<file path="src/design/angle_calc_macros.svh">
`ifndef ANGLE_CALC_MACROS_SVH
`define ANGLE_CALC_MACROS_SVH

//////////////////////////////////////////////////////////////////////
// Data widths
//////////////////////////////////////////////////////////////////////

`define ANGLE_W            16      // Angle and step wrap mod 2^16
`define MODE_W             16      // Raw mode word from the controller

//////////////////////////////////////////////////////////////////////
// Converter geometry
//////////////////////////////////////////////////////////////////////

`define CELLS_PER_PHASE    24
`define NUM_PHASES         3
`define CELL_IDX_W         5
`define PHASE_IDX_W        2

// Mode word that restarts phases B and C at zero
`define MODE_RESTART_CODE  16'h55aa

`endif

</file>
<file path="src/design/angle_ctrl_pkg.sv">
package angle_ctrl_pkg;

  // Output sequencer
  typedef enum logic [1:0] {
    SEQ_IDLE = 2'd0,  // Waiting for a start
    SEQ_EMIT = 2'd1,  // Item presented on the stream
    SEQ_STEP = 2'd2   // Gap cycle while the next angle settles
  } seq_state_e;

  // How the first cell of phases B and C begins
  typedef enum logic {
    MODE_CHAINED = 1'b0,
    MODE_RESTART = 1'b1
  } calc_mode_e;

endpackage

</file>
<file path="src/design/angle_types_pkg.sv">
`include "angle_calc_macros.svh"

package angle_types_pkg;

  // Unsigned carrier angle that wraps
  typedef logic [`ANGLE_W-1:0] angle_t;

  typedef enum logic [`PHASE_IDX_W-1:0] {
    PHASE_A = 2'd0,
    PHASE_B = 2'd1,
    PHASE_C = 2'd2
  } phase_e;

  // Cell number 0..23 within a phase
  typedef logic [`CELL_IDX_W-1:0] cell_idx_t;

  // Bit k set means cell k+1 is bypassed
  typedef logic [`CELLS_PER_PHASE-1:0] bypass_mask_t;

endpackage

</file>
<file path="src/design/angle_calc_top.sv">
`timescale 1ns/1ps
`include "angle_calc_macros.svh"

module angle_calc_top (
  input  logic                          i_clk_20M,
  input  logic                          i_reset_n,
  input  logic                          i_start_valid,
  input  logic [`MODE_W-1:0]            i_mode,
  input  angle_types_pkg::angle_t       i_shift_a,
  input  angle_types_pkg::angle_t       i_shift_b,
  input  angle_types_pkg::angle_t       i_shift_c,
  input  angle_types_pkg::bypass_mask_t i_bypass_a,
  input  angle_types_pkg::bypass_mask_t i_bypass_b,
  input  angle_types_pkg::bypass_mask_t i_bypass_c,
  input  logic                          i_angle_ready,
  output logic                          o_start_ready,
  output logic                          o_angle_valid,
  output angle_types_pkg::angle_t       o_angle,
  output angle_types_pkg::phase_e       o_phase,
  output angle_types_pkg::cell_idx_t    o_cell
);

  logic                       load;
  logic                       advance;
  logic                       next_first;
  angle_types_pkg::phase_e    next_phase;
  angle_types_pkg::cell_idx_t next_cell;
  angle_types_pkg::angle_t    shift;
  logic                       bypass_cur;
  logic                       bypass_prev;
  angle_ctrl_pkg::calc_mode_e mode;

  cell_sequencer i_cell_sequencer (
    .i_clk_20M     (i_clk_20M),
    .i_reset_n     (i_reset_n),
    .i_start_valid (i_start_valid),
    .i_angle_ready (i_angle_ready),
    .o_start_ready (o_start_ready),
    .o_angle_valid (o_angle_valid),
    .o_load        (load),
    .o_advance     (advance),
    .o_phase       (o_phase),
    .o_cell        (o_cell),
    .o_next_phase  (next_phase),
    .o_next_cell   (next_cell),
    .o_next_first  (next_first)
  );

  carrier_config_latch i_carrier_config_latch (
    .i_clk_20M     (i_clk_20M),
    .i_reset_n     (i_reset_n),
    .i_load        (load),
    .i_mode        (i_mode),
    .i_shift_a     (i_shift_a),
    .i_shift_b     (i_shift_b),
    .i_shift_c     (i_shift_c),
    .i_bypass_a    (i_bypass_a),
    .i_bypass_b    (i_bypass_b),
    .i_bypass_c    (i_bypass_c),
    .i_next_phase  (next_phase),
    .i_next_cell   (next_cell),
    .o_shift       (shift),
    .o_bypass_cur  (bypass_cur),
    .o_bypass_prev (bypass_prev),
    .o_mode        (mode)
  );

  phase_angle_accumulator i_phase_angle_accumulator (
    .i_clk_20M     (i_clk_20M),
    .i_reset_n     (i_reset_n),
    .i_load        (load),
    .i_advance     (advance),
    .i_next_first  (next_first),
    .i_next_cell   (next_cell),
    .i_shift       (shift),
    .i_bypass_cur  (bypass_cur),
    .i_bypass_prev (bypass_prev),
    .i_mode        (mode),
    .o_angle       (o_angle)
  );

endmodule

</file>
<file path="src/design/carrier_config_latch.sv">
`timescale 1ns/1ps
`include "angle_calc_macros.svh"

module carrier_config_latch (
  input  logic                          i_clk_20M,
  input  logic                          i_reset_n,
  input  logic                          i_load,
  input  logic [`MODE_W-1:0]            i_mode,
  input  angle_types_pkg::angle_t       i_shift_a,
  input  angle_types_pkg::angle_t       i_shift_b,
  input  angle_types_pkg::angle_t       i_shift_c,
  input  angle_types_pkg::bypass_mask_t i_bypass_a,
  input  angle_types_pkg::bypass_mask_t i_bypass_b,
  input  angle_types_pkg::bypass_mask_t i_bypass_c,
  input  angle_types_pkg::phase_e       i_next_phase,
  input  angle_types_pkg::cell_idx_t    i_next_cell,
  output angle_types_pkg::angle_t       o_shift,
  output logic                          o_bypass_cur,
  output logic                          o_bypass_prev,
  output angle_ctrl_pkg::calc_mode_e    o_mode
);

  angle_types_pkg::angle_t       shift_a_q;
  angle_types_pkg::angle_t       shift_b_q;
  angle_types_pkg::angle_t       shift_c_q;
  angle_types_pkg::bypass_mask_t mask_a_q;
  angle_types_pkg::bypass_mask_t mask_b_q;
  angle_types_pkg::bypass_mask_t mask_c_q;

  angle_types_pkg::angle_t       sel_shift;
  angle_types_pkg::bypass_mask_t sel_mask;
  logic                          sel_prev;

  always_ff @(posedge i_clk_20M) begin
    if (i_load) begin
      shift_a_q <= i_shift_a;
      shift_b_q <= i_shift_b;
      shift_c_q <= i_shift_c;
      mask_a_q  <= i_bypass_a;
      mask_b_q  <= i_bypass_b;
      mask_c_q  <= i_bypass_c;
    end
  end

  // Ports bypass the latch on the load cycle so cell 1 is ready at once
  always_comb begin
    case (i_next_phase)
      angle_types_pkg::PHASE_B: begin
        sel_shift = shift_b_q;
        sel_mask  = mask_b_q;
      end
      angle_types_pkg::PHASE_C: begin
        sel_shift = shift_c_q;
        sel_mask  = mask_c_q;
      end
      default: begin
        sel_shift = i_load ? i_shift_a : shift_a_q;
        sel_mask  = i_load ? i_bypass_a : mask_a_q;
      end
    endcase
    // No cell before the first one
    if (i_next_cell == '0) begin
      sel_prev = 1'b0;
    end else begin
      sel_prev = sel_mask[i_next_cell - angle_types_pkg::cell_idx_t'(1)];
    end
  end

  always_ff @(posedge i_clk_20M) begin
    if (!i_reset_n) begin
      o_mode        <= angle_ctrl_pkg::MODE_CHAINED;
      o_shift       <= '0;
      o_bypass_cur  <= 1'b0;
      o_bypass_prev <= 1'b0;
    end else begin
      if (i_load) begin
        o_mode <= (i_mode == `MODE_RESTART_CODE) ? angle_ctrl_pkg::MODE_RESTART
                                                 : angle_ctrl_pkg::MODE_CHAINED;
      end
      o_shift       <= sel_shift;
      o_bypass_cur  <= sel_mask[i_next_cell];
      o_bypass_prev <= sel_prev;
    end
  end

endmodule

</file>
<file path="src/design/cell_sequencer.sv">
`timescale 1ns/1ps
`include "angle_calc_macros.svh"

module cell_sequencer (
  input  logic                       i_clk_20M,
  input  logic                       i_reset_n,
  input  logic                       i_start_valid,
  input  logic                       i_angle_ready,
  output logic                       o_start_ready,
  output logic                       o_angle_valid,
  output logic                       o_load,
  output logic                       o_advance,
  output angle_types_pkg::phase_e    o_phase,
  output angle_types_pkg::cell_idx_t o_cell,
  output angle_types_pkg::phase_e    o_next_phase,
  output angle_types_pkg::cell_idx_t o_next_cell,
  output logic                       o_next_first
);

  angle_ctrl_pkg::seq_state_e state_q;

  logic                       start_fire;
  logic                       out_fire;
  logic                       last_item;
  angle_types_pkg::phase_e    inc_phase;
  angle_types_pkg::cell_idx_t inc_cell;
  logic                       inc_first;

  assign start_fire = i_start_valid & o_start_ready;
  assign out_fire   = o_angle_valid & i_angle_ready;
  assign last_item  = (o_phase == angle_types_pkg::PHASE_C) &&
                      (o_cell == angle_types_pkg::cell_idx_t'(`CELLS_PER_PHASE - 1));

  assign o_load    = start_fire;
  assign o_advance = out_fire & ~last_item;

  // Cell after the next one wraps into the following phase
  always_comb begin
    inc_phase = o_next_phase;
    inc_cell  = o_next_cell + angle_types_pkg::cell_idx_t'(1);
    if (o_next_cell == angle_types_pkg::cell_idx_t'(`CELLS_PER_PHASE - 1)) begin
      inc_cell = '0;
      case (o_next_phase)
        angle_types_pkg::PHASE_A: inc_phase = angle_types_pkg::PHASE_B;
        angle_types_pkg::PHASE_B: inc_phase = angle_types_pkg::PHASE_C;
        default:                  inc_phase = angle_types_pkg::PHASE_A;
      endcase
    end
    inc_first = (inc_cell == '0) && (inc_phase != angle_types_pkg::PHASE_A);
  end

  //////////////////////////////////////////////////////////////////////
  // Handshake FSM and index registers
  //////////////////////////////////////////////////////////////////////

  always_ff @(posedge i_clk_20M) begin
    if (!i_reset_n) begin
      state_q       <= angle_ctrl_pkg::SEQ_IDLE;
      o_start_ready <= 1'b1;
      o_angle_valid <= 1'b0;
      o_phase       <= angle_types_pkg::PHASE_A;
      o_cell        <= '0;
      o_next_phase  <= angle_types_pkg::PHASE_A;
      o_next_cell   <= angle_types_pkg::cell_idx_t'(1);
      o_next_first  <= 1'b0;
    end else begin
      case (state_q)
        angle_ctrl_pkg::SEQ_IDLE: begin
          if (start_fire) begin
            state_q       <= angle_ctrl_pkg::SEQ_EMIT;
            o_start_ready <= 1'b0;
            o_angle_valid <= 1'b1;
            o_phase       <= angle_types_pkg::PHASE_A;
            o_cell        <= '0;
          end
        end
        angle_ctrl_pkg::SEQ_EMIT: begin
          if (out_fire) begin
            o_angle_valid <= 1'b0;
            if (last_item) begin
              state_q       <= angle_ctrl_pkg::SEQ_IDLE;
              o_start_ready <= 1'b1;
              o_next_phase  <= angle_types_pkg::PHASE_A;  // Parked on A cell 1
              o_next_cell   <= angle_types_pkg::cell_idx_t'(1);
              o_next_first  <= 1'b0;
            end else begin
              state_q      <= angle_ctrl_pkg::SEQ_STEP;
              o_phase      <= o_next_phase;
              o_cell       <= o_next_cell;
              o_next_phase <= inc_phase;
              o_next_cell  <= inc_cell;
              o_next_first <= inc_first;
            end
          end
        end
        angle_ctrl_pkg::SEQ_STEP: begin
          state_q       <= angle_ctrl_pkg::SEQ_EMIT;
          o_angle_valid <= 1'b1;
        end
        default: begin
          state_q       <= angle_ctrl_pkg::SEQ_IDLE;
          o_start_ready <= 1'b1;
          o_angle_valid <= 1'b0;
        end
      endcase
    end
  end

  // Stalled item holds until taken
  a_stall_stable : assert property (
    @(posedge i_clk_20M) disable iff (!i_reset_n)
    o_angle_valid && !i_angle_ready |=>
      o_angle_valid && $stable(o_phase) && $stable(o_cell)
  );

  a_index_range : assert property (
    @(posedge i_clk_20M) disable iff (!i_reset_n)
    int'(o_cell) < `CELLS_PER_PHASE && int'(o_next_cell) < `CELLS_PER_PHASE &&
      int'(o_phase) < `NUM_PHASES
  );

endmodule

</file>
<file path="src/design/phase_angle_accumulator.sv">
`timescale 1ns/1ps

module phase_angle_accumulator (
  input  logic                       i_clk_20M,
  input  logic                       i_reset_n,
  input  logic                       i_load,
  input  logic                       i_advance,
  input  logic                       i_next_first,
  input  angle_types_pkg::cell_idx_t i_next_cell,
  input  angle_types_pkg::angle_t    i_shift,
  input  logic                       i_bypass_cur,
  input  logic                       i_bypass_prev,
  input  angle_ctrl_pkg::calc_mode_e i_mode,
  output angle_types_pkg::angle_t    o_angle
);

  angle_types_pkg::angle_t angle_stepped;
  angle_types_pkg::angle_t angle_next;
  logic                    is_cell_two;

  assign angle_stepped = o_angle + i_shift;  // Wraps mod 2^16
  assign is_cell_two   = (i_next_cell == angle_types_pkg::cell_idx_t'(1));

  //////////////////////////////////////////////////////////////////////
  // Angle rules for the cell being computed
  //////////////////////////////////////////////////////////////////////

  always_comb begin
    if (i_next_first) begin
      // Hand-over into phase B or C
      if (i_mode == angle_ctrl_pkg::MODE_RESTART) begin
        angle_next = '0;
      end else if (i_bypass_cur) begin
        angle_next = o_angle;
      end else begin
        angle_next = angle_stepped;
      end
    end else if (is_cell_two) begin
      // Also held when cell 1 is out
      if (i_bypass_cur || i_bypass_prev) begin
        angle_next = o_angle;
      end else begin
        angle_next = angle_stepped;
      end
    end else if (i_bypass_cur) begin
      angle_next = o_angle;
    end else begin
      angle_next = angle_stepped;
    end
  end

  always_ff @(posedge i_clk_20M) begin
    if (!i_reset_n) begin
      o_angle <= '0;
    end else if (i_load) begin
      o_angle <= '0;           // Phase A cell 1
    end else if (i_advance) begin
      o_angle <= angle_next;
    end
  end

  // Sequencer must never start and step in one cycle
  a_load_advance_excl : assert property (
    @(posedge i_clk_20M) disable iff (!i_reset_n)
    !(i_load && i_advance)
  );

endmodule

</file>
<file path="config.mk">
export PLATFORM = sky130hd
export DESIGN_NAME = angle_calc_top
export DESIGN_NICKNAME = d
export VERILOG_FILES = /design/src/design/angle_ctrl_pkg.sv /design/src/design/angle_types_pkg.sv /design/src/design/angle_calc_top.sv /design/src/design/carrier_config_latch.sv /design/src/design/cell_sequencer.sv /design/src/design/phase_angle_accumulator.sv
export VERILOG_INCLUDE_DIRS = /design/src /design/src/design
export SDC_FILE = /design/constraint.sdc
export NUM_CORES = 1
export LEC_CHECK = 0
export CAP_MARGIN = 30
export CELL_PAD_IN_SITES_DETAIL_PLACEMENT = 0
export CELL_PAD_IN_SITES_GLOBAL_PLACEMENT = 1
export CORE_UTILIZATION = 45
export CTS_BUF_LIST = sky130_fd_sc_hd__clkbuf_16
export DETAILED_ROUTE_END_ITERATION = 6
export DONT_BUFFER_PORTS = 1
export GPL_TIMING_DRIVEN = 0
export PLACE_DENSITY_LB_ADDON = 0.1
export SKIP_LAST_GASP = 1
export SLEW_MARGIN = 20
export SYNTH_ARGS = -nofsm -noshare
export SYNTH_HDL_FRONTEND = slang
export SYNTH_HIERARCHICAL = 1
export SYNTH_SLANG_ARGS = --single-unit
</file>
<file path="constraint.sdc">
create_clock -name i_clk_20M -period 6.05 [get_ports i_clk_20M]
set_clock_uncertainty 0.1 [all_clocks]
set_input_delay 0.605 -clock i_clk_20M [delete_from_list [all_inputs] [get_ports i_clk_20M]]
set_output_delay 0.605 -clock i_clk_20M [all_outputs]
set_load 0.05 [all_outputs]
</file>
Word-level counts from Yosys, hierarchy flattened
Index checks and enable logic that the tools add are counted.
{"block": "word_totals", "inputBits": 140, "output_inout_bits": 25, "ff_bits": 174, "elab_cells": 99}
{"block": "classes", "magnitude_cmp": 2, "muxes": 39, "eq_ne": 14, "n_addsub": 3, "n_bitwise": 6, "reduce_logical": 16}
{"cell": "two-way mux 16 bit", "count": 6}
{"cell": "case mux 24 bit (2 select lines)", "count": 1}
{"cell": "case mux 16 bit (2 select lines)", "count": 1}
{"cell": "two-way mux 5 bit", "count": 5}
{"cell": "two-way mux 24 bit", "count": 1}
{"cell": "adder 16 bit", "count": 1}
{"cell": "equality test 16 x 15 -> 1 bit, second input constant", "count": 1}
{"cell": "two-way mux 2 bit", "count": 8}
{"cell": "less-than comparator 5 x 6 -> 1 bit, second input constant", "count": 2}
{"cell": "binary-select mux 1 bit (select 5 bit)", "count": 2}
{"cell": "equality test 5 bit, second input constant", "count": 2}
{"cell": "zero test 5 bit", "count": 2}
{"cell": "case mux 5 bit (2 select lines)", "count": 1}
{"cell": "two-way mux 1 bit", "count": 9}
{"cell": "case mux 2 bit (2 select lines)", "count": 2}
{"cell": "AND reduction 4 bit", "count": 2}
{"cell": "equality test 2 bit, second input constant", "count": 3}
{"cell": "!= test 2 x 1 -> 1 bit, second input constant", "count": 3}
{"cell": "case mux 1 bit (3 select lines)", "count": 2}
{"cell": "case mux 2 bit (3 select lines)", "count": 1}
{"cell": "AND reduction 2 bit", "count": 3}
{"cell": "adder 5 x 1 -> 5 bit, second input constant", "count": 1}
{"cell": "equality test 5 x 1 -> 1 bit, second input constant", "count": 1}
{"cell": "subtractor 5 x 1 -> 5 bit, second input constant", "count": 1}
{"cell": "10 further kinds", "count": 19}

Depth between registers and ports, before layout
Gate-level depths: netlist of run 1.
{"block": "depth", "ltp_word": 6, "mapped_depth": 11, "ltp_nobuf": 10}

Modules after synthesis
Netlist of run 1, hierarchy kept.
{"module": "carrier_config_latch", "area_each_um2": 5640.4, "seq_area_each_um2": 3583.4, "n_inst": 1, "cells_each": 360}
{"module": "phase_angle_accumulator", "area_each_um2": 1290.0, "seq_area_each_um2": 320.3, "n_inst": 1, "cells_each": 162}
{"module": "cell_sequencer", "area_each_um2": 993.5, "seq_area_each_um2": 380.4, "n_inst": 1, "cells_each": 111}

Worst setup path after synthesis of run 1
No wires, ideal clock.
{"block": "synth_path", "kind": "reg-to-reg", "start": "register i_cell_sequencer.o_start_ready", "end": "register i_carrier_config_latch.o_bypass_prev", "setup_time_ns": 0.131, "setup_slack_ns": 1.366, "stages_incl_launch_ff": 12, "path_buffers": 4, "period_less_slack_ns": 4.684, "t_arrival_ns": 4.453, "t_required_ns": 5.819, "path_cell_list": "dfxtp_1 nand2_1 inv_1 buf_6 buf_12 buf_2 buf_2 mux2i_1 a21oi_1 mux4_1 nor3_1 a2111oi_2"}
{"block": "synth_via", "elab_chain_cells": 5}
{"item": "start, declared", "line_no": "cell_sequencer.sv:9", "text": "output logic o_start_ready,"}
{"item": "start signal, assigned", "line_no": "cell_sequencer.sv:59", "text": "o_start_ready <= 1'b1;"}
{"item": "start signal, assigned", "line_no": "cell_sequencer.sv:71", "text": "o_start_ready <= 1'b0;"}
{"item": "start signal, assigned", "line_no": "cell_sequencer.sv:82", "text": "o_start_ready <= 1'b1;"}
{"item": "bitwise AND 1 bit", "line_no": "cell_sequencer.sv:29", "text": "assign start_fire = i_start_valid & o_start_ready;"}
{"item": "via load", "line_no": "angle_calc_top.sv:23", "text": "logic load;"}
{"item": "two-way mux 24 bit"}
{"item": "case mux 24 bit (2 select lines)", "line_no": "carrier_config_latch.sv:47", "text": "case (i_next_phase)"}
{"item": "binary-select mux 1 bit (select 5 bit)", "line_no": "carrier_config_latch.sv:65", "text": "sel_prev = sel_mask[i_next_cell - angle_types_pkg::cell_idx_t'(1)];"}
{"item": "two-way mux 1 bit (implied by the code)", "line_no": "carrier_config_latch.sv:65"}
{"item": "end signal, assigned", "line_no": "carrier_config_latch.sv:82", "text": "o_bypass_prev <= sel_prev;"}
{"item": "end, declared", "line_no": "carrier_config_latch.sv:19", "text": "output logic o_bypass_prev,"}
The timed path passes the listed nets, and every way through them passes these cells. The select of a mux whose other input is x is not followed.
A chain may end at the register's enable or synchronous reset.

Worst setup path in the final report of run 1
{"block": "layout_path", "start": "register i_cell_sequencer.o_next_cell[0]", "end": "register i_carrier_config_latch.o_bypass_prev"}
{"block": "layout_via", "elab_chain_cells": 3, "elab_cells_between_ends": 5, "classes_between": "add/sub (1); mux (2); reduce/logical (2)"}
{"item": "start, declared", "line_no": "cell_sequencer.sv:16", "text": "output angle_types_pkg::cell_idx_t o_next_cell,"}
{"item": "start signal, assigned", "line_no": "cell_sequencer.sv:64", "text": "o_next_cell <= angle_types_pkg::cell_idx_t'(1);"}
{"item": "start signal, assigned", "line_no": "cell_sequencer.sv:84", "text": "o_next_cell <= angle_types_pkg::cell_idx_t'(1);"}
{"item": "start signal, assigned", "line_no": "cell_sequencer.sv:91", "text": "o_next_cell <= inc_cell;"}
{"item": "subtractor 5 x 1 -> 5 bit", "line_no": "carrier_config_latch.sv:65"}
{"item": "binary-select mux 1 bit (select 5 bit)", "line_no": "carrier_config_latch.sv:65"}
{"item": "two-way mux 1 bit (implied by the code)", "line_no": "carrier_config_latch.sv:65"}
Parallel ways exist; a longest one is shown, timed or not. The select of a mux whose other input is x is not followed.

==> results of run 1 <==
-- area by class of cell --
type | instances | area [um^2] | area share
timing repair buffer | 1 | 27.5 | 0.00313
tap | 225 | 282 | 0.0320
inverter | 28 | 108 | 0.0122
sequential | 174 | 4280 | 0.487
buffer | 33 | 165 | 0.0188
multi-input combinational | 398 | 3370 | 0.383
clock buffer | 17 | 425 | 0.0483
clock inverter | 15 | 136 | 0.0155
antenna | 3 | 7.51 | 0.000853
-- layout by cell type (no fill, tap or decap), types with 6 or more instances in the layout --
cell                        Yosys  final
sky130_fd_sc_hd__dfxtp_1       94     94
sky130_fd_sc_hd__edfxtp_1      80     80
sky130_fd_sc_hd__nand2_1       46     46
sky130_fd_sc_hd__a21oi_1       33     33
sky130_fd_sc_hd__inv_1         25     24
sky130_fd_sc_hd__mux2_2        24     24
sky130_fd_sc_hd__mux2i_1       23     23
sky130_fd_sc_hd__a221o_1       23     23
sky130_fd_sc_hd__o21ai_0       23     23
sky130_fd_sc_hd__ha_1          20     20
sky130_fd_sc_hd__clkbuf_1      18     18
sky130_fd_sc_hd__clkbuf_16      0     17
sky130_fd_sc_hd__o211a_1       16     16
sky130_fd_sc_hd__a22oi_1       16     16
sky130_fd_sc_hd__mux4_2        15     15
sky130_fd_sc_hd__nand3_1       13     13
sky130_fd_sc_hd__o21a_1        12     12
sky130_fd_sc_hd__nor2_1        11     11
sky130_fd_sc_hd__buf_2          8      8
sky130_fd_sc_hd__nor2b_1        8      8
sky130_fd_sc_hd__xnor2_1        8      8
sky130_fd_sc_hd__nor3_1         8      8
sky130_fd_sc_hd__a21boi_2       6      6
-- report_power, final --
part / internal, W / switching (W) / total, W
clock network: 0.000574 / 0.000474 / 0.00105
registers: 0.00134 / 0.0000485 / 0.00139
logic: 0.000129 / 0.000137 / 0.000266
total: 0.00204 / 0.000659 / 0.00270
-- worst max path at each step --
stage	depth (start not counted)	slack, ns	end
2_1_floorplan	11	1.37	i_carrier_config_latch/o_bypass_prev
3_3_place_gp	11	0.35	i_carrier_config_latch/o_bypass_prev
3_5_place_dp	9	1.81	i_carrier_config_latch/o_bypass_prev
4_1_cts	9	1.77	i_carrier_config_latch/o_bypass_prev
5_1_grt	9	1.52	i_carrier_config_latch/o_bypass_prev
6_report	9	1.86	i_carrier_config_latch/o_bypass_prev
-- critical path, delay by kind of cell, from the launching register on --
kind | cells | cell delay (ns)
AOI/OAI and AO/OA | 2 | 0.54
DFF | 1 | 0.70
adders and majority gates | 1 | 0.33
and+or+nand+nor | 1 | 0.53
muxes | 1 | 0.40
xor gates and xnor gates | 1 | 0.22
buffers and inverters | 3 | 1.24
-- logic make-up (layout without fill, tap and decap cells) --
| group | after synthesis | in the layout | synth area share |
|---|---|---|---|
| fa+ha+maj | 21 | 21 | 0.0341 |
| compound gates | 174 | 174 | 0.170 |
| mux | 67 | 67 | 0.122 |
| simple gates | 123 | 123 | 0.0848 |
| other cells | 0 | 3 | 0 |
| flops | 174 | 174 | 0.541 |
| xor+xnor | 13 | 13 | 0.0144 |
| buf+inv | 61 | 94 | 0.0341 |
-- sequential cells by signal, summed over array words and instances (netlist names), 2 cells and up --
| signal | count |
|---|---|
| i_carrier_config_latch/mask_c_q | 24 |
| i_cell_sequencer/o_cell | 5 |
| i_carrier_config_latch/shift_c_q | 16 |
| i_cell_sequencer/o_phase | 2 |
| i_cell_sequencer/o_next_cell | 5 |
| i_carrier_config_latch/mask_a_q | 24 |
| i_carrier_config_latch/o_shift | 16 |
| i_phase_angle_accumulator/o_angle | 16 |
| i_carrier_config_latch/mask_b_q | 24 |
| i_cell_sequencer/o_next_phase | 2 |
| i_carrier_config_latch/shift_b_q | 16 |
| i_cell_sequencer/state_q | 2 |
| i_carrier_config_latch/shift_a_q | 16 |
-- metal layers --
metal  wire length, um  part of all wire  GRT usage  up-vias
li1                  -                 -          -     2498
met1              8030              0.45      0.266     2580
met2              8730              0.49      0.327      130
met3              1020             0.057     0.0657       15
met4               138            0.0077     0.0512        6
met5                37            0.0021          0        -
-- per-stage QoR --
| stage | cells | total power (W) | cell area, um^2 | util |
|---|---|---|---|---|
| finish | 894 | 0.00270 | 8800 | 0.511 |
| global route | 893 | 0.00281 | 8800 | 0.511 |
| CTS | 891 | 0.00273 | 8800 | 0.510 |
| detailed placement | 859 | 0.00168 | 8240 | 0.478 |
| global placement | 858 | 0.00167 | 8210 | 0.476 |
| floorplan | 633 | 0.00162 | 7920 | - |
==> results.py, run 1 <==
metrics = {
    "worst_setup_path": {
        "crit_start": "i_cell_sequencer/o_next_cell[0]",
        "worstPathArrival_ns": 4.39,
        "timing.critical_path.slowest_cell_delay_ns": 0.70,
        "worst_setup_path_end_kind": "flip-flop",
        "worstPathCellList": "clkinv_1, buf_1, ha_1, xnor2_1, clkbuf_1, mux4_2, a22o_1, or4_1, a2111oi_2",
        "crit_required_ns": 6.25,
        "startpoint_type": "flip-flop",
        "worst_r2r_path_depth": 9,
        "r2r_slack_ns": 1.86,
        "cp_max_fo": 14,
        "cpMaxStageDelayCell": "sky130_fd_sc_hd__dfxtp_1",
        "r2r_startpoint": "i_cell_sequencer/o_next_cell[0]",
        "timing_worst_setup_path_type": "reg2reg",
        "r2r-end": "i_carrier_config_latch/o_bypass_prev",
    },
    "logic_synthesis": {
        "synth_fp_nets": 794,
        "synth.most_common_cell": "sky130_fd_sc_hd__dfxtp_1",
        "synth_commonest_cells": "sky130_fd_sc_hd__dfxtp_1 (94), sky130_fd_sc_hd__edfxtp_1 (80), sky130_fd_sc_hd__nand2_1 (46)",
        "async_flop_share": 0,
        "netlist_instances": 633,
        "synthesis.yosys.warnings": 6,
        "yosys.area.top_type": "sky130_fd_sc_hd__edfxtp_1",
        "postSynthRegisterBits": 174,
        "synth_edf_count": 80,
        "seq_area_frac_synth": 0.541,
        "post_synth_num_cell_types": 74,
        "ys_dominant_reg_cell": "sky130_fd_sc_hd__dfxtp_1",
        "post_synth_instance_area_um2": 7920,
        "synth_top_area_share": 0.303,
        "syn-mean-instance-area_um2": 12.5,
        "dominant_cells_by_area_after_synthesis": "sky130_fd_sc_hd__edfxtp_1 (30%), sky130_fd_sc_hd__dfxtp_1 (24%), sky130_fd_sc_hd__mux4_2 (4.3%)",
    },
    "floorplan": {
        "die_x_um": 135,
        "effective_utilization_at_floorplan": 0.460,
        "rows": 48,
        "die_height_um": 135,
        "num_io_pins": 165,
        "total_core_area_um2": 17200,
        "die-area_um2": 18100,
    },
    "placement": {
        "port_buffers": 0,
        "place_ws_ns": 1.81,
        "routabilityCongestion": 0.867,
        "dp.final_hpwl_um": 13300,
    },
    "detailed_routing": {
        "avgRoutedWirePerCell_um": 20.1,
        "drt.antenna.violating_nets": 0,
        "route.final.wire_length_um": 17900,
        "route.detailed.drc": 0,
        "detail_route.first_pass.iterations": 4,
        "first_iter_violations": 264,
        "vias": 5229,
        "post_drt_via_cell_ratio": 5.85,
    },
    "cts": {
        "clkLatencyLatePin_ns": 0.43,
        "cts_post_setup_buffers_inserted": 0,
        "clock_net_sink_count": 174,
        "clk_path_buf_depth": 2,
        "cts_inserted_buffers": 17,
        "htree_num_levels": 4,
        "clk_slew_on_worst_s_h_paths_ns": 0.07,
        "hold_buf_cts": 0,
        "tritoncts": "yes",
        "cts_repair_resize_count": 0,
        "clock_tree.root_cell": "sky130_fd_sc_hd__clkbuf_16",
    },
    "cells_and_area": {
        "nFillCells": 1501,
        "final_net_count": 814,
        "layout-area-overhead-vs-synth_pct": 11.1,
        "layout-drive-gt1-share": 0.150,
    },
    "worst_hold_path": {
        "timing.hold.worst_endpoint": "i_carrier_config_latch/shift_b_q[12]",
        "worst_hold_startpoint": "i_shift_b[12]",
        "min_path_type": "in2reg",
        "hold_depth": 0,
    },
    "timing": {
        "final_max_slew_viol_count": 0,
        "timing.final.crit_share": 0.693,
        "relSlewSlack": 0.509,
        "setup_viol": 0,
        "fin_hold_ws_ns": 0.168,
        "fin_crit_ns": 4.19,
        "fmax_ghz": 0.239,
        "grt_setup_unrepaired": "false",
        "report.final.hold_viol_count": 0,
        "postLayoutSetupSlackWorst_ns": 1.86,
        "tightest_slew_ns": 0.736,
        "timing.setup.tns_ns": 0,
    },
    "global_route": {
        "pin_count_of_the_biggest_net_entering_global_routing": 54,
        "via_count_of_the_first_global_routing_pass": 5040,
        "wire_length_of_the_first_global_routing_pass_um": 27900,
        "global_route_usage_sum": 0.204,
        "grt-ovfl-total": 0,
        "grt_antenna_before_repair": 6,
    },
    "job": {
        "max-cap-violations": 0,
    },
    "power_and_ir_drop": {
        "cellLeakagePower_nw": 3.33,
        "pwr_density_cell_nw_per_um2": 307,
        "vdd.ir_drop.worst_mv": 0.215,
    },
    "run_status": {
        "run_status": "complete, no violations",
    },
}
Note: power is estimated with default switching activity, not from simulation.
==> run 2: changes to the inputs <==
- clock period: 6.05 -> 3.9 ns (I/O delays scaled with it)
==> run 2 against run 1 <==
First-iteration DRC count rose by 6.1%; total power increased by 61%; clock-buffer cell count unchanged; highest routed layer is now met4; sequential share of layout area decreased by 4.4 points; critical path depth increased by 3; combinational power up 85%; register-to-register slack worse by 1.6 ns.
==> results.py, run 2 (same netlist as run 1, synthesis figures left out) <==
metrics = {
    "cts": {
        "tritoncts": "yes",
        "cts_inserted_buffers": 17,
        "clk_slew_on_worst_s_h_paths_ns": 0.07,
        "clock_net_sink_count": 174,
        "clock_tree.root_cell": "sky130_fd_sc_hd__clkbuf_16",
        "clk_path_buf_depth": 2,
        "htree_num_levels": 4,
        "clkLatencyLatePin_ns": 0.42,
    },
    "worst_hold_path": {
        "min_path_type": "in2reg",
        "worst_hold_startpoint": "i_bypass_a[2]",
    },
    "detailed_routing": {
        "avgRoutedWirePerCell_um": 19.5,
        "route.detailed.drc": 0,
        "drt.antenna.violating_nets": 0,
        "detail_route.first_pass.iterations": 5,
        "route.final.wire_length_um": 19100,
        "first_iter_violations": 280,
        "vias": 5529,
        "post_drt_via_cell_ratio": 5.67,
    },
    "cells_and_area": {
        "num_antenna_cells": 0,
        "utilization": 0.562,
        "layout-area-overhead-vs-synth_pct": 22.3,
        "most_common_cell_after_layout_fill_and_taps_aside": "sky130_fd_sc_hd__dfxtp_1",
        "layout-drive-gt1-share": 0.145,
        "final_net_count": 898,
        "reg_top3": "i_carrier_config_latch/mask_a_q (24), i_carrier_config_latch/mask_b_q (24), i_carrier_config_latch/mask_c_q (24)",
        "final_cell_mix": "sky130_fd_sc_hd__dfxtp_1 (92), sky130_fd_sc_hd__dlygate4sd3_1 (83), sky130_fd_sc_hd__edfxtp_1 (80)",
    },
    "worst_setup_path": {
        "timing_worst_setup_path_type": "reg2reg",
        "timing.critical_path.to": "i_carrier_config_latch/o_bypass_prev",
        "worst_setup_path_end_kind": "flip-flop",
        "worst_path_dominant_cell_family": "buffers and inverters",
        "r2r_slack_ns": 0.29,
        "crit_required_ns": 4.10,
        "path_buf_inv": 6,
        "worst_r2r_path_depth": 12,
        "startpoint_type": "flip-flop",
        "cpMaxStageDelayCell": "sky130_fd_sc_hd__mux4_1",
        "r2r_startpoint": "i_cell_sequencer/o_start_ready",
        "timing.critical_path.slowest_cell_delay_ns": 0.56,
        "r2r-end": "i_carrier_config_latch/o_bypass_prev",
        "crit_cells": 12,
        "crit_start": "i_cell_sequencer/o_start_ready",
        "worstPathArrival_ns": 3.80,
        "cp_max_fo": 35,
        "worstPathCellList": "nand2_2, clkinvlp_4, buf_12, buf_6, buf_12, buf_2, buf_2, mux2i_1, a21oi_1, mux4_1, nor3_1, a2111oi_2",
    },
    "timing": {
        "fin_hold_ws_ns": 0.0208,
        "fmax_ghz": 0.277,
        "grt_setup_unrepaired": "false",
        "relSlewSlack": 0.511,
        "postLayoutSetupSlackWorst_ns": 0.295,
        "setup_viol": 0,
        "fin_crit_ns": 3.61,
        "tightest_slew_ns": 0.732,
        "timing.final.crit_share": 0.924,
        "final_max_slew_viol_count": 0,
        "report.final.hold_viol_count": 0,
    },
    "floorplan": {
        "total_core_area_um2": 17200,
        "rows": 48,
        "num_io_pins": 165,
        "die_x_um": 135,
        "die_height_um": 135,
        "effective_utilization_at_floorplan": 0.460,
        "die-area_um2": 18100,
    },
    "power_and_ir_drop": {
        "vdd.ir_drop.worst_mv": 0.335,
        "cellLeakagePower_nw": 3.70,
        "pwr_density_cell_nw_per_um2": 449,
    },
    "global_route": {
        "grt-ovfl-total": 0,
        "grt_antenna_before_repair": 0,
        "wire_length_of_the_first_global_routing_pass_um": 30000,
        "via_count_of_the_first_global_routing_pass": 5545,
        "global_route_usage_sum": 0.218,
        "pin_count_of_the_biggest_net_entering_global_routing": 40,
    },
    "placement": {
        "dp.final_hpwl_um": 13500,
        "port_buffers": 0,
        "place_ws_ns": -0.291,
        "routabilityCongestion": 0.885,
    },
    "job": {
        "max-cap-violations": 0,
    },
    "run_status": {
        "run_status": "complete, no violations",
    },
}
[run 2: cell count changes in the layout (fill, tap and decap cells not counted), sizes merged]
cell / before / now
clkbuf: 35 / 36
diode: 3 / 0
clkinvlp: 1 / 4
clkinv: 9 / 6
dlygate4sd3: 0 / 83
[run 2: layer usage]
layer / vias up / global-route usage / share of wire
met1: 2704 / 0.282 / 0.43
li1: 2663 / - / -
met2: 139 / 0.359 / 0.49
met5: - / 0 / 0
met4: 0 / 0.0705 / 0.017
met3: 23 / 0.0541 / 0.055
[run 2: report_power, final]
part           switching, W  total [W]  internal, W
sequential        0.0000775    0.00216      0.00208
combinational      0.000233   0.000491     0.000257
clock              0.000782    0.00170     0.000918
total               0.00109    0.00435      0.00326
[run 2: cell type report]
type / count / area, um^2
clock inverter: 15 / 176
buffer: 33 / 168
sequential: 174 / 4290
inverter: 28 / 109
tap: 225 / 282
fill: 1440 / 7540
timing repair buffer: 85 / 871
clock buffer: 17 / 425
multi-input combinational: 398 / 3370
[run 2: worst reg2reg max path: cells and delay by family (launching register included)]
family | cells | cell delay [ns]
flops | 1 | 0.46
buf+inv | 6 | 1.47
compound gates | 2 | 0.22
mux | 2 | 0.84
simple gates | 2 | 0.40
[run 2: metrics by stage]
step           cells  power (W)  instance area (um^2)  setup TNS, ns
2_1_floorplan    633    0.00251                  7930              0
3_3_place_gp     858    0.00260                  8220          -3.79
3_5_place_dp     860    0.00261                  8260         -0.291
4_1_cts          975    0.00439                  9690              0
5_1_grt          975    0.00453                  9690              0
6_report         975    0.00435                  9690              0
[run 2: how the worst min path moves through the flow]
stage	end	slack [ns]	depth (start not counted)
after floorplan	i_carrier_config_latch/mask_a_q[13]	0.32	2
after CTS	i_carrier_config_latch/mask_a_q[4]	0.002	2
after global placement	i_carrier_config_latch/mask_a_q[15]	0.34	2
after detailed placement	i_carrier_config_latch/mask_a_q[15]	0.34	2
final	i_carrier_config_latch/mask_a_q[2]	0.02	2
after global routing	i_carrier_config_latch/mask_a_q[2]	0.0006	2
[run 2: repair_timing]
action | in CTS | in global routing
hold buffers | 83 | 0
endpoints found under the hold margin | 83 | 0
setup buffers | 0 | 0
endpoints found under the setup margin | 1 | 1
resized for setup | 2 | 1
